## config.mk

```make
export PLATFORM = sky130hd
export DESIGN_NAME = tx_port_mng
export DESIGN_NICKNAME = d
export VERILOG_FILES = /design/src/rtl/tx_port_pkg.sv /design/src/rtl/tx_queue_bank.sv /design/src/rtl/tx_sched.sv /design/src/rtl/tx_port_regs.sv /design/src/rtl/tx_port_mng.sv
export SDC_FILE = /design/constraint.sdc
export NUM_CORES = 2
export LEC_CHECK = 0
export ABC_AREA = 1
export CORE_ASPECT_RATIO = 0.6
export CORE_UTILIZATION = 55
export DETAILED_ROUTE_END_ITERATION = 12
export DONT_BUFFER_PORTS = 1
export PLACE_DENSITY = 0.68
export SYNTH_ARGS = -nofsm -noshare
export SYNTH_HDL_FRONTEND = slang
export SYNTH_SLANG_ARGS = --single-unit
```

## constraint.sdc

```tcl
create_clock -name i_clk -period 3.5 [get_ports i_clk]
set_clock_uncertainty 0.15 [all_clocks]
set_input_delay 0.35 -clock i_clk [delete_from_list [all_inputs] [get_ports i_clk]]
set_output_delay 0.35 -clock i_clk [all_outputs]
set_load 0.05 [all_outputs]
```

## src/rtl/tx_port_pkg.sv

```systemverilog
package tx_port_pkg;

    localparam int DATA_W = 8;              // stream byte
    localparam int CNT_W  = 16;             // frame and byte statistics
    localparam int WB_DW  = 16;             // wishbone data width
    localparam int WB_AW  = 3;              // wishbone word address width
    localparam int IPG_W  = 4;              // gap register width

    localparam logic [IPG_W-1:0] IPG_RESET = 4'd12;  // gap after reset, in cycles

    // register word map
    typedef enum logic [2:0] {
        REG_CTRL      = 3'd0,               // bit 0 is the tx mac disable
        REG_GATE      = 3'd1,               // one open bit per priority
        REG_IPG       = 3'd2,
        REG_FRAME_CNT = 3'd3,               // read only
        REG_BYTE_CNT  = 3'd4                // read only
    } reg_addr_e;

    typedef enum logic [1:0] {
        SCH_IDLE = 2'd0,
        SCH_SEND = 2'd1,
        SCH_GAP  = 2'd2
    } sched_state_e;

endpackage

```

## src/rtl/tx_queue_bank.sv

```systemverilog
`timescale 1ns/1ns

module tx_queue_bank #(
    parameter int PRI_NUM     = 4,
    parameter int QUEUE_DEPTH = 32
) (
    input  logic                                   i_clk,
    input  logic                                   i_rst_n,
    input  logic [tx_port_pkg::DATA_W-1:0]         i_rx_data,
    input  logic [$clog2(PRI_NUM)-1:0]             i_rx_pri,
    input  logic                                   i_rx_last,
    input  logic                                   i_rx_valid,
    output logic                                   o_rx_ready,
    input  logic                                   i_pop_en,
    input  logic [$clog2(PRI_NUM)-1:0]             i_pop_sel,
    output logic [PRI_NUM*tx_port_pkg::DATA_W-1:0] o_head_data,
    output logic [PRI_NUM-1:0]                     o_head_last,
    output logic [PRI_NUM-1:0]                     o_frame_avail
);

    localparam int DW    = tx_port_pkg::DATA_W;
    localparam int AW    = $clog2(QUEUE_DEPTH);
    localparam int PRI_W = $clog2(PRI_NUM);

    logic [PRI_NUM-1:0] full;

    assign o_rx_ready = !full[i_rx_pri];                    // only the addressed queue matters

    for (genvar q = 0; q < PRI_NUM; q++) begin : g_queue
        logic [DW:0]   mem [QUEUE_DEPTH];                   // {last, byte}
        logic [DW:0]   head;
        logic [AW-1:0] wr_ptr;
        logic [AW-1:0] rd_ptr;
        logic [AW:0]   level;                               // bytes stored
        logic [AW:0]   frame_cnt;                           // complete frames stored
        logic          wr_en;
        logic          pop;
        logic          wr_done;
        logic          pop_done;

        assign wr_en    = i_rx_valid && o_rx_ready && (i_rx_pri == PRI_W'(q));
        assign pop      = i_pop_en && (i_pop_sel == PRI_W'(q));
        assign head     = mem[rd_ptr];                      // show-ahead read
        assign wr_done  = wr_en && i_rx_last;
        assign pop_done = pop && head[DW];

        // depth is a power of two, so the msb alone flags full
        assign full[q] = level[AW];

        assign o_head_data[q*DW +: DW] = head[DW-1:0];
        assign o_head_last[q]          = head[DW];
        assign o_frame_avail[q]        = (frame_cnt != '0);

        always_ff @(posedge i_clk) begin
            if (wr_en) begin
                mem[wr_ptr] <= {i_rx_last, i_rx_data};
            end
        end

        always_ff @(posedge i_clk or negedge i_rst_n) begin
            if (!i_rst_n) begin
                wr_ptr    <= '0;
                rd_ptr    <= '0;
                level     <= '0;
                frame_cnt <= '0;
            end else begin
                if (wr_en) begin
                    wr_ptr <= wr_ptr + 1'b1;
                end
                if (pop) begin
                    rd_ptr <= rd_ptr + 1'b1;
                end
                level     <= level + {{AW{1'b0}}, wr_en} - {{AW{1'b0}}, pop};
                frame_cnt <= frame_cnt + {{AW{1'b0}}, wr_done} - {{AW{1'b0}}, pop_done};
            end
        end

        // the scheduler must only drain bytes that are really there
        a_no_pop_empty: assert property (
            @(posedge i_clk) disable iff (!i_rst_n)
            pop |-> (level != '0)
        ) else $error("pop from empty queue %0d", q);

        // fill level stops exactly at the depth
        a_no_overflow: assert property (
            @(posedge i_clk) disable iff (!i_rst_n)
            level[AW] |-> (level[AW-1:0] == '0)
        ) else $error("write into full queue %0d", q);
    end

endmodule

```

## src/rtl/tx_sched.sv

```systemverilog
`timescale 1ns/1ns

module tx_sched #(
    parameter int PRI_NUM = 4
) (
    input  logic                                   i_clk,
    input  logic                                   i_rst_n,
    input  logic [PRI_NUM*tx_port_pkg::DATA_W-1:0] i_head_data,
    input  logic [PRI_NUM-1:0]                     i_head_last,
    input  logic [PRI_NUM-1:0]                     i_frame_avail,
    input  logic [PRI_NUM-1:0]                     i_gate_open,
    input  logic                                   i_txmac_down,
    input  logic [tx_port_pkg::IPG_W-1:0]          i_ipg,
    input  logic                                   i_tx_ready,
    output logic                                   o_pop_en,
    output logic [$clog2(PRI_NUM)-1:0]             o_pop_sel,
    output logic [tx_port_pkg::DATA_W-1:0]         o_tx_data,
    output logic                                   o_tx_last,
    output logic                                   o_tx_valid,
    output logic                                   o_beat,
    output logic                                   o_beat_last
);

    localparam int DW    = tx_port_pkg::DATA_W;
    localparam int PRI_W = $clog2(PRI_NUM);

    tx_port_pkg::sched_state_e      state_q;
    logic [PRI_W-1:0]               sel_q;                  // queue being sent
    logic [tx_port_pkg::IPG_W-1:0]  gap_q;                  // gap cycles left
    logic [PRI_NUM-1:0]             eligible;
    logic                           found;
    logic [PRI_W-1:0]               pick;
    logic                           handshake;

    assign eligible = i_frame_avail & i_gate_open;

    // strict priority, highest index wins
    always_comb begin
        found = 1'b0;
        pick  = '0;
        for (int i = 0; i < PRI_NUM; i++) begin
            if (eligible[i]) begin
                found = 1'b1;
                pick  = PRI_W'(i);
            end
        end
    end

    always_ff @(posedge i_clk or negedge i_rst_n) begin
        if (!i_rst_n) begin
            state_q <= tx_port_pkg::SCH_IDLE;
            sel_q   <= '0;
            gap_q   <= '0;
        end else begin
            case (state_q)
                tx_port_pkg::SCH_IDLE: begin
                    if (!i_txmac_down && found) begin
                        sel_q   <= pick;
                        state_q <= tx_port_pkg::SCH_SEND;
                    end
                end
                tx_port_pkg::SCH_SEND: begin
                    // frame always runs to its end, gate or mac disable wait
                    if (handshake && o_tx_last) begin
                        gap_q   <= i_ipg;
                        state_q <= (i_ipg == '0) ? tx_port_pkg::SCH_IDLE
                                                 : tx_port_pkg::SCH_GAP;
                    end
                end
                tx_port_pkg::SCH_GAP: begin
                    gap_q <= gap_q - 1'b1;
                    if (gap_q == 'd1) begin
                        state_q <= tx_port_pkg::SCH_IDLE;
                    end
                end
                default: state_q <= tx_port_pkg::SCH_IDLE;
            endcase
        end
    end

    assign o_tx_valid  = (state_q == tx_port_pkg::SCH_SEND);
    assign o_tx_data   = i_head_data[sel_q*DW +: DW];       // head of latched queue
    assign o_tx_last   = i_head_last[sel_q];
    assign handshake   = o_tx_valid && i_tx_ready;
    assign o_pop_en    = handshake;                         // each accepted byte leaves the queue
    assign o_pop_sel   = sel_q;
    assign o_beat      = handshake;
    assign o_beat_last = handshake && o_tx_last;

    a_tx_stable: assert property (
        @(posedge i_clk) disable iff (!i_rst_n)
        o_tx_valid && !i_tx_ready |=> o_tx_valid && $stable(o_tx_data) && $stable(o_tx_last)
    ) else $error("egress stream changed while stalled");

    // the frame in flight stays complete in its queue until its last byte pops
    a_pop_in_send: assert property (
        @(posedge i_clk) disable iff (!i_rst_n)
        o_pop_en |-> (state_q == tx_port_pkg::SCH_SEND) && i_frame_avail[sel_q]
    ) else $error("pop outside a complete frame send");

endmodule

```

## src/rtl/tx_port_regs.sv

```systemverilog
`timescale 1ns/1ns

module tx_port_regs #(
    parameter int PRI_NUM = 4
) (
    input  logic                            i_clk,
    input  logic                            i_rst_n,
    input  logic                            i_wb_cyc,
    input  logic                            i_wb_stb,
    input  logic                            i_wb_we,
    input  logic [tx_port_pkg::WB_AW-1:0]   i_wb_adr,
    input  logic [tx_port_pkg::WB_DW-1:0]   i_wb_dat,
    output logic [tx_port_pkg::WB_DW-1:0]   o_wb_dat,
    output logic                            o_wb_ack,
    input  logic                            i_beat,
    input  logic                            i_beat_last,
    output logic [PRI_NUM-1:0]              o_gate_open,
    output logic                            o_txmac_down,
    output logic [tx_port_pkg::IPG_W-1:0]   o_ipg
);

    localparam int IW = tx_port_pkg::IPG_W;
    localparam int CW = tx_port_pkg::CNT_W;

    tx_port_pkg::reg_addr_e         adr;
    logic                           access;                 // first cycle of a bus cycle
    logic [CW-1:0]                  frame_cnt;
    logic [CW-1:0]                  byte_cnt;
    logic [tx_port_pkg::WB_DW-1:0]  rd_data;

    assign adr    = tx_port_pkg::reg_addr_e'(i_wb_adr);
    assign access = i_wb_cyc && i_wb_stb && !o_wb_ack;

    always_ff @(posedge i_clk or negedge i_rst_n) begin
        if (!i_rst_n) begin
            o_wb_ack     <= 1'b0;
            o_txmac_down <= 1'b0;
            o_gate_open  <= '1;                             // all gates open
            o_ipg        <= tx_port_pkg::IPG_RESET;
        end else begin
            o_wb_ack <= access;
            if (access && i_wb_we) begin
                case (adr)
                    tx_port_pkg::REG_CTRL: o_txmac_down <= i_wb_dat[0];
                    tx_port_pkg::REG_GATE: o_gate_open  <= i_wb_dat[PRI_NUM-1:0];
                    tx_port_pkg::REG_IPG:  o_ipg        <= i_wb_dat[IW-1:0];
                    default: ;                              // counters and holes ignore writes
                endcase
            end
        end
    end

    // statistics, wrap silently
    always_ff @(posedge i_clk or negedge i_rst_n) begin
        if (!i_rst_n) begin
            frame_cnt <= '0;
            byte_cnt  <= '0;
        end else begin
            if (i_beat_last) begin
                frame_cnt <= frame_cnt + 1'b1;
            end
            if (i_beat) begin
                byte_cnt <= byte_cnt + 1'b1;
            end
        end
    end

    always_comb begin
        rd_data = '0;
        case (adr)
            tx_port_pkg::REG_CTRL:      rd_data[0]            = o_txmac_down;
            tx_port_pkg::REG_GATE:      rd_data[PRI_NUM-1:0]  = o_gate_open;
            tx_port_pkg::REG_IPG:       rd_data[IW-1:0]       = o_ipg;
            tx_port_pkg::REG_FRAME_CNT: rd_data[CW-1:0]       = frame_cnt;
            tx_port_pkg::REG_BYTE_CNT:  rd_data[CW-1:0]       = byte_cnt;
            default:                    rd_data               = '0;
        endcase
    end

    always_ff @(posedge i_clk) begin
        if (access && !i_wb_we) begin
            o_wb_dat <= rd_data;                            // valid with ack
        end
    end

    a_ack_pulse: assert property (
        @(posedge i_clk) disable iff (!i_rst_n)
        o_wb_ack |=> !o_wb_ack
    ) else $error("wishbone ack not a single cycle pulse");

endmodule

```

## src/rtl/tx_port_mng.sv

```systemverilog
`timescale 1ns/1ns

module tx_port_mng #(
    parameter int PRI_NUM     = 4,
    parameter int QUEUE_DEPTH = 32
) (
    input  logic                            i_clk,
    input  logic                            i_rst_n,
    // ingress stream
    input  logic [tx_port_pkg::DATA_W-1:0]  i_rx_data,
    input  logic [$clog2(PRI_NUM)-1:0]      i_rx_pri,
    input  logic                            i_rx_last,
    input  logic                            i_rx_valid,
    output logic                            o_rx_ready,
    // egress stream
    output logic [tx_port_pkg::DATA_W-1:0]  o_tx_data,
    output logic                            o_tx_last,
    output logic                            o_tx_valid,
    input  logic                            i_tx_ready,
    // wishbone slave
    input  logic                            i_wb_cyc,
    input  logic                            i_wb_stb,
    input  logic                            i_wb_we,
    input  logic [tx_port_pkg::WB_AW-1:0]   i_wb_adr,
    input  logic [tx_port_pkg::WB_DW-1:0]   i_wb_dat,
    output logic [tx_port_pkg::WB_DW-1:0]   o_wb_dat,
    output logic                            o_wb_ack
);

    localparam int PRI_W = $clog2(PRI_NUM);

    logic [PRI_NUM*tx_port_pkg::DATA_W-1:0] w_head_data;
    logic [PRI_NUM-1:0]                     w_head_last;
    logic [PRI_NUM-1:0]                     w_frame_avail;
    logic                                   w_pop_en;
    logic [PRI_W-1:0]                       w_pop_sel;
    logic [PRI_NUM-1:0]                     w_gate_open;
    logic                                   w_txmac_down;
    logic [tx_port_pkg::IPG_W-1:0]          w_ipg;
    logic                                   w_beat;
    logic                                   w_beat_last;

    tx_queue_bank #(
        .PRI_NUM        (PRI_NUM),
        .QUEUE_DEPTH    (QUEUE_DEPTH)
    ) tx_queue_bank_inst (
        .i_clk          (i_clk),
        .i_rst_n        (i_rst_n),
        .i_rx_data      (i_rx_data),
        .i_rx_pri       (i_rx_pri),
        .i_rx_last      (i_rx_last),
        .i_rx_valid     (i_rx_valid),
        .o_rx_ready     (o_rx_ready),
        .i_pop_en       (w_pop_en),
        .i_pop_sel      (w_pop_sel),
        .o_head_data    (w_head_data),
        .o_head_last    (w_head_last),
        .o_frame_avail  (w_frame_avail)
    );

    tx_sched #(
        .PRI_NUM        (PRI_NUM)
    ) tx_sched_inst (
        .i_clk          (i_clk),
        .i_rst_n        (i_rst_n),
        .i_head_data    (w_head_data),
        .i_head_last    (w_head_last),
        .i_frame_avail  (w_frame_avail),
        .i_gate_open    (w_gate_open),
        .i_txmac_down   (w_txmac_down),
        .i_ipg          (w_ipg),
        .i_tx_ready     (i_tx_ready),
        .o_pop_en       (w_pop_en),
        .o_pop_sel      (w_pop_sel),
        .o_tx_data      (o_tx_data),
        .o_tx_last      (o_tx_last),
        .o_tx_valid     (o_tx_valid),
        .o_beat         (w_beat),
        .o_beat_last    (w_beat_last)
    );

    tx_port_regs #(
        .PRI_NUM        (PRI_NUM)
    ) tx_port_regs_inst (
        .i_clk          (i_clk),
        .i_rst_n        (i_rst_n),
        .i_wb_cyc       (i_wb_cyc),
        .i_wb_stb       (i_wb_stb),
        .i_wb_we        (i_wb_we),
        .i_wb_adr       (i_wb_adr),
        .i_wb_dat       (i_wb_dat),
        .o_wb_dat       (o_wb_dat),
        .o_wb_ack       (o_wb_ack),
        .i_beat         (w_beat),
        .i_beat_last    (w_beat_last),
        .o_gate_open    (w_gate_open),
        .o_txmac_down   (w_txmac_down),
        .o_ipg          (w_ipg)
    );

endmodule

```

Word-level counts from Yosys, hierarchy flattened
Memory sizes are Yosys's and may differ from the RTL's.
Index checks and enable logic that the tools add are counted.
{"block": "op_classes", "n_div": 0, "magnitude_cmp": 2, "shifts": 1, "eq_ne": 16, "multipliers": 0, "n_mux": 29, "reduce_logical": 44, "n_bitwise": 1, "n_addsub": 27}
{"operator": "$add 6x1->6", "count": 8}
{"operator": "$sub 6x1->6", "count": 8}
{"operator": "$add 5x1->5 const B", "count": 8}
{"operator": "$add 16x1->16 const B", "count": 2}
{"operator": "$shiftx 32x6->8", "count": 1}
{"operator": "$logic_and 1x1->1", "count": 24}
{"operator": "$pmux 12 s2", "count": 1}
{"operator": "$reduce_bool 6->1", "count": 4}
{"operator": "$mux 1", "count": 15}
{"operator": "$mux 2", "count": 6}
{"operator": "$pmux 3 s4", "count": 1}
{"operator": "$eq 2x2->1 const B", "count": 5}
{"operator": "$reduce_and 2->1", "count": 5}
{"operator": "$pmux 4 s2", "count": 1}
{"operator": "$eq 2x1->1 const B", "count": 3}
{"operator": "$eq 3x2->1 const B", "count": 2}
{"operator": "$logic_not 2->1", "count": 3}
{"operator": "$lt 2x3->1 const B", "count": 2}
{"operator": "$ne 2x1->1 const B", "count": 3}
{"operator": "$pmux 2 s3", "count": 1}
{"operator": "$pmux 1 s5", "count": 1}
{"operator": "$and 4x4->4", "count": 1}
{"operator": "$bmux 1 s2", "count": 2}
{"operator": "$eq 4x1->1 const B", "count": 1}
{"operator": "9 further kinds", "count": 12}
{"block": "word_totals", "mem_bits_rw": 1152, "inputBits": 37, "latchBits": 0, "rom_bits": 0, "register_bits": 154, "n_memories": 4, "output_inout_bits": 28}
{"memory": "tx_queue_bank_inst.g_queue[0].mem", "depth": 32, "word_bits": 9, "rd": 1, "rd_clocked_by_memory_dff": 0, "write_ports": 1, "line_no": "tx_queue_bank.sv:30", "source": "logic [DW:0] mem [QUEUE_DEPTH];"}
{"memory": "tx_queue_bank_inst.g_queue[1].mem", "depth": 32, "word_bits": 9, "rd": 1, "rd_clocked_by_memory_dff": 0, "write_ports": 1, "line_no": "tx_queue_bank.sv:30"}
{"memory": "tx_queue_bank_inst.g_queue[2].mem", "depth": 32, "word_bits": 9, "rd": 1, "rd_clocked_by_memory_dff": 0, "write_ports": 1, "line_no": "tx_queue_bank.sv:30"}
{"memory": "tx_queue_bank_inst.g_queue[3].mem", "depth": 32, "word_bits": 9, "rd": 1, "rd_clocked_by_memory_dff": 0, "write_ports": 1, "line_no": "tx_queue_bank.sv:30"}

Depth between registers and ports, before layout
{"block": "depth", "word_depth": 9, "mapped_depth": 21, "ltp_nobuf": 20}

Modules after synthesis
A second synthesis with hierarchy kept.
{"block": "unflattened", "cells_unflattened": 5033, "area_unflattened_um2": 55578.3}
{"mod": "tx_queue_bank", "seq_area_each_um2": 36795.3, "area_per_inst_um2": 51986.1, "cells_each": 4598, "instances": 1}
{"mod": "tx_port_regs", "seq_area_each_um2": 1539.0, "area_per_inst_um2": 2778.9, "cells_each": 310, "instances": 1}
{"mod": "tx_sched", "seq_area_each_um2": 200.2, "area_per_inst_um2": 813.3, "cells_each": 125, "instances": 1}

Worst setup path before layout
No wires, ideal clock.
{"block": "synth_timing", "path_type": "in2reg", "from": "input port i_rx_pri[0]", "to": "memory tx_queue_bank_inst.g_queue[3].mem[31][0] (netlist bit), enable pin", "setup_time_ns": 0.387, "arrival_time_ns": 2.456, "path_stages": 8, "setup_slack_ns": 0.507, "cell_sequence": "nand2_2 > inv_1 > a221oi_4 > nand2_4 > nor2_8 > nand2_1 > buf_2 > nor3_1"}
{"block": "synth_between", "elab_chain_len": 7, "elab_cells_between_ends": 8, "cone_classes": "1 x eq/ne; 4 x mux; 3 x reduce/logical"}
{"element": "from (decl)", "line_no": "tx_port_mng.sv:11", "source": "input logic [$clog2(PRI_NUM)-1:0] i_rx_pri,"}
{"element": "$bmux 1 s2", "line_no": "tx_queue_bank.sv:27", "source": "assign o_rx_ready = !full[i_rx_pri];"}
{"element": "$mux 1 (implied by the code)", "line_no": "tx_queue_bank.sv:27"}
{"element": "$logic_not 1->1", "line_no": "tx_queue_bank.sv:27"}
{"element": "net o_rx_ready", "line_no": "tx_port_mng.sv:14", "source": "output logic o_rx_ready,"}
{"element": "$logic_and 1x1->1 (2 in series)", "line_no": "tx_queue_bank.sv:41", "source": "assign wr_en = i_rx_valid && o_rx_ready && (i_rx_pri == PRI_W'(q));"}
{"element": "net tx_queue_bank_inst.g_queue[3].wr_en", "line_no": "tx_queue_bank.sv:36", "source": "logic wr_en;"}
{"element": "$mux 1", "line_no": "tx_queue_bank.sv:55", "source": "if (wr_en) begin"}
{"element": "$mux 1 (implied by the code)", "line_no": "tx_queue_bank.sv:56", "source": "mem[wr_ptr] <= {i_rx_last, i_rx_data};"}
{"element": "to (decl)", "line_no": "tx_queue_bank.sv:30"}
The timed path passes the listed nets, and every way through them passes these cells. The select of a mux whose other input is x is not followed.

Worst setup path after layout
{"block": "layout_timing", "from": "register tx_queue_bank_inst.g_queue[2].rd_ptr[0]", "to": "output port o_tx_data[4] (netlist bit)"}
{"block": "layout_between", "elab_chain_len": 2}
{"element": "from (decl)", "line_no": "tx_queue_bank.sv:33", "source": "logic [AW-1:0] rd_ptr;"}
{"element": "from (signal assigned)", "line_no": "tx_queue_bank.sv:71", "source": "rd_ptr <= rd_ptr + 1'b1;"}
{"element": "$mem_v2 32x9"}
{"element": "$shiftx 32x6->8", "line_no": "tx_sched.sv:82", "source": "assign o_tx_data = i_head_data[sel_q*DW +: DW];"}
{"element": "to (decl)", "line_no": "tx_port_mng.sv:16", "source": "output logic [tx_port_pkg::DATA_W-1:0] o_tx_data,"}
Every way passes these cells.

==> results.cfg <==
[run_status]
status = complete, but fails checks
violations = setup timing

[sta]
finalMaxSlewViolations = 0
tightest_slew_ps = 953.2
finalSetupTns_ps = -119.9
max_freq_mhz = 280.8
finalSetupViolCount = 3
period_minus_slack_ps = 3561
grt_setup_unrepaired = yes
whs_ps = 76.53
setup_ws_ps = -61.04
relSlewSlack_pct = 36.45
hold_violations = 0
fin_crit_sh_pct = 101.7

[worst_setup_path]
crit_required_ps = 3000
r2r-end = tx_queue_bank_inst.g_queue[3].frame_cnt[4]
startpoint = tx_queue_bank_inst.g_queue[2].rd_ptr[0]
rrSetupSlack_ps = 120
cp_max_fo = 5
endpoint = o_tx_data[4]
start_kind = register
ff2ff_path_depth = 17
critical_path_class = reg -> out
r2r_start = tx_queue_bank_inst.g_queue[3].rd_ptr[0]
cp_data_arrival_time_ps = 3060
cp-end-kind = primary output

[drt]
wl_um = 136500
vias_per_cell = 5.973
drt_first_pass_iters = 6
wire_per_inst_um = 22.91
drt_iter0_drc = 4560
ant_nets = 0
vias = 35600
drc_errors = 0

[logic_synthesis]
synth_ff_type = edfxtp_1
ys_seq_elements = 1306
ys_async_sr_fraction_pct = 10.57
ys_warn_count = 0
syn_area_per_cell_um2 = 12.40
synth_area_um2 = 53870
postSynthNetCount = 4468
ys_types = 47
syn-instance-count = 4343
synth_seq_area_share_pct = 71.53
synth_edf_count = 1168

[floorplanning]
die_h_um = 244.4
row_count = 88
die-width_um = 406.0
dieArea_um2 = 99240
start_util_pct = 55.79
io_pins = 65
core_um2 = 96560

[clocking]
clk_path_buf_depth = 3
worstSkewPairLatency_ps = 740
root_buffer = clkbuf_16
cts_buffers = 114
numClockSinks = 1306
htree_levels = 3
path_clk_slew_ps = 70
cts_tree = built

[final_layout]
fin_area_um2 = 62280
fillCellCount = 7079
nets = 4680
fin_util_pct = 64.50
multiInputGateArea_um2 = 13970
final_common_cell = edfxtp_1
syn_to_final_growth_pct = 15.62
drive_above_1_share_pct = 13.17
seqCellArea_um2 = 38550
mostFrequentLayoutCells = 1168 x edfxtp_1, 716 x nor2_1, 539 x o21ai_0, 423 x nand2_1, 214 x buf_4

[power]
leakagePower_nw = 21.93
powerDensity_nw_per_um2 = 800.7
ir_drop_mv = 0.5409

[hold_path]
hp-class = in -> async

[global_route]
grt_pass1_vias = 33150
grtUsageTotal_pct = 27.51
grt_pass1_wl_um = 205300
antenna_found_initial = 2
gr-total-overflow = 0
grt_max_degree = 139

[placed_design]
place_ws_ps = 114.0
gp_congestion = 0.8673
placedInstanceArea_um2 = 56400
io_buffers = 0
dp_hpwl_um = 78770

[flow_run]
drv_cap = 0
-- cell families (layout without fill, tap and decap cells) --
group | after synthesis | count (layout) | share of synthesized area (%)
other | 0 | 1 | 0
AO/OA/AOI/OAI | 927 | 927 | 9.955
XOR/XNOR | 86 | 86 | 1.398
flip-flops | 1306 | 1306 | 71.53
buffers and inverters | 463 | 774 | 3.493
AND/OR/NAND/NOR | 1472 | 1472 | 11.44
adder cells (fa/ha/maj) | 88 | 88 | 2.155
multiplexers | 1 | 1 | 0.02090
-- synth_stat cells, types with 3 or more instances --
master / n / share of area, %
buf_2: 61 / 0.57
inv_1: 212 / 1.5
o221ai_1: 105 / 1.7
clkbuf_1: 149 / 1.0
dfstp_2: 6 / 0.29
nor2_4: 5 / 0.10
a211oi_1: 3 / 0.042
nand2_4: 6 / 0.13
inv_2: 11 / 0.077
nor2_1: 725 / 5.1
nor4_1: 5 / 0.058
buf_1: 6 / 0.042
xor2_1: 78 / 1.3
edfxtp_1: 1168 / 65
fa_1: 8 / 0.30
o21ai_0: 574 / 5.3
buf_4: 8 / 0.11
a31oi_1: 6 / 0.070
nand3_1: 183 / 1.7
nor3_1: 24 / 0.22
nand4_1: 79 / 0.92
buf_6: 5 / 0.10
o211ai_1: 26 / 0.36
nand2_1: 424 / 3.0
ha_1: 80 / 1.9
o22ai_1: 161 / 1.9
nand2_2: 11 / 0.13
o21ai_1: 9 / 0.084
clkinv_1: 11 / 0.077
xnor2_1: 8 / 0.13
nor2_2: 3 / 0.035
dfrtp_1: 132 / 6.1
a21oi_1: 34 / 0.32
-- power by group --
part | switching [mW] | internal (mW) | leakage (nW)
clock network | 5.76 | 6.88 | 1.81
registers | 0.774 | 17.9 | 12.1
logic | 12.2 | 6.43 | 8.00
total | 18.7 | 31.2 | 21.9
-- layout make-up --
type	count	share of cell area [%]
Sequential cell	1306	61.90
Clock inverter	63	1.004
Timing Repair inverter	2	0.03214
Tap cell	1305	2.622
Clock buffer	152	4.940
Inverter	234	1.525
Antenna cell	1	0.004018
Timing Repair Buffer	323	5.543
Multi-Input combinational cell	2574	22.43
-- per-layer routing --
layer | up-vias | track usage (%) | share of wire, %
li1 | 16180 | - | -
met1 | 17420 | 44.30 | 45
met2 | 1820 | 36.95 | 42
met3 | 182 | 6.978 | 11
met4 | 2 | 6.626 | 1.9
met5 | - | 0 | 0.0088
-- repair_timing --
action | CTS | global route
setup buffers | 22 | 9
resized for setup | 137 | 88
endpoints found under the hold margin | 1339 | 0
cloned | 13 | 3
pin swaps | 41 | 41
endpoints found under the setup margin | 9 | 20
hold buffers | 47 | 0
-- worst max-delay path: stages (launching register included) --
cell      delay, ps
dfrtp_4         550
buf_16          180
buf_4           160
nor2_1          170
o221ai_2        180
o211ai_1        130
nand4_1         380
nand3_1         230
nand4_1         160
buf_12          190
-- through the flow --
stage | std cells | power (mW)
final | 5960 | 49.87
after global routing | 5959 | 52.28
after CTS | 5948 | 49.16
after detailed placement | 5651 | 34.74
after global placement | 5651 | 34.42
after floorplan | 4343 | 29.45
-- sequential cells by signal, summed over array words and instances, names as in the netlist, 16 cells and up --
name and flops:
tx_queue_bank_inst.g_queue.mem 1152, tx_queue_bank_inst.g_queue.frame_cnt 24, tx_queue_bank_inst.g_queue.level 24, tx_queue_bank_inst.g_queue.rd_ptr 20, tx_queue_bank_inst.g_queue.wr_ptr 20, tx_port_regs_inst.byte_cnt 16, tx_port_regs_inst.frame_cnt 16, tx_port_regs_inst.o_wb_dat 16
-- worst min path at each step --
| stage | start | to | slack, ps |
|---|---|---|---|
| final | i_rst_n | tx_queue_bank_inst.g_queue[1].rd_ptr[2] | 80 |
| after global routing | i_wb_adr[2] | tx_port_regs_inst.o_wb_dat[7] | 80 |
| after CTS | i_wb_adr[2] | tx_port_regs_inst.o_wb_dat[13] | 20 |
| after detailed placement | i_rst_n | tx_queue_bank_inst.g_queue[1].rd_ptr[0] | -70 |
| after global placement | i_rst_n | tx_queue_bank_inst.g_queue[1].rd_ptr[0] | -70 |
| after floorplan | i_rst_n | tx_port_regs_inst.byte_cnt[0] | -100 |
No activity file was read; power rests on OpenSTA's default activity.
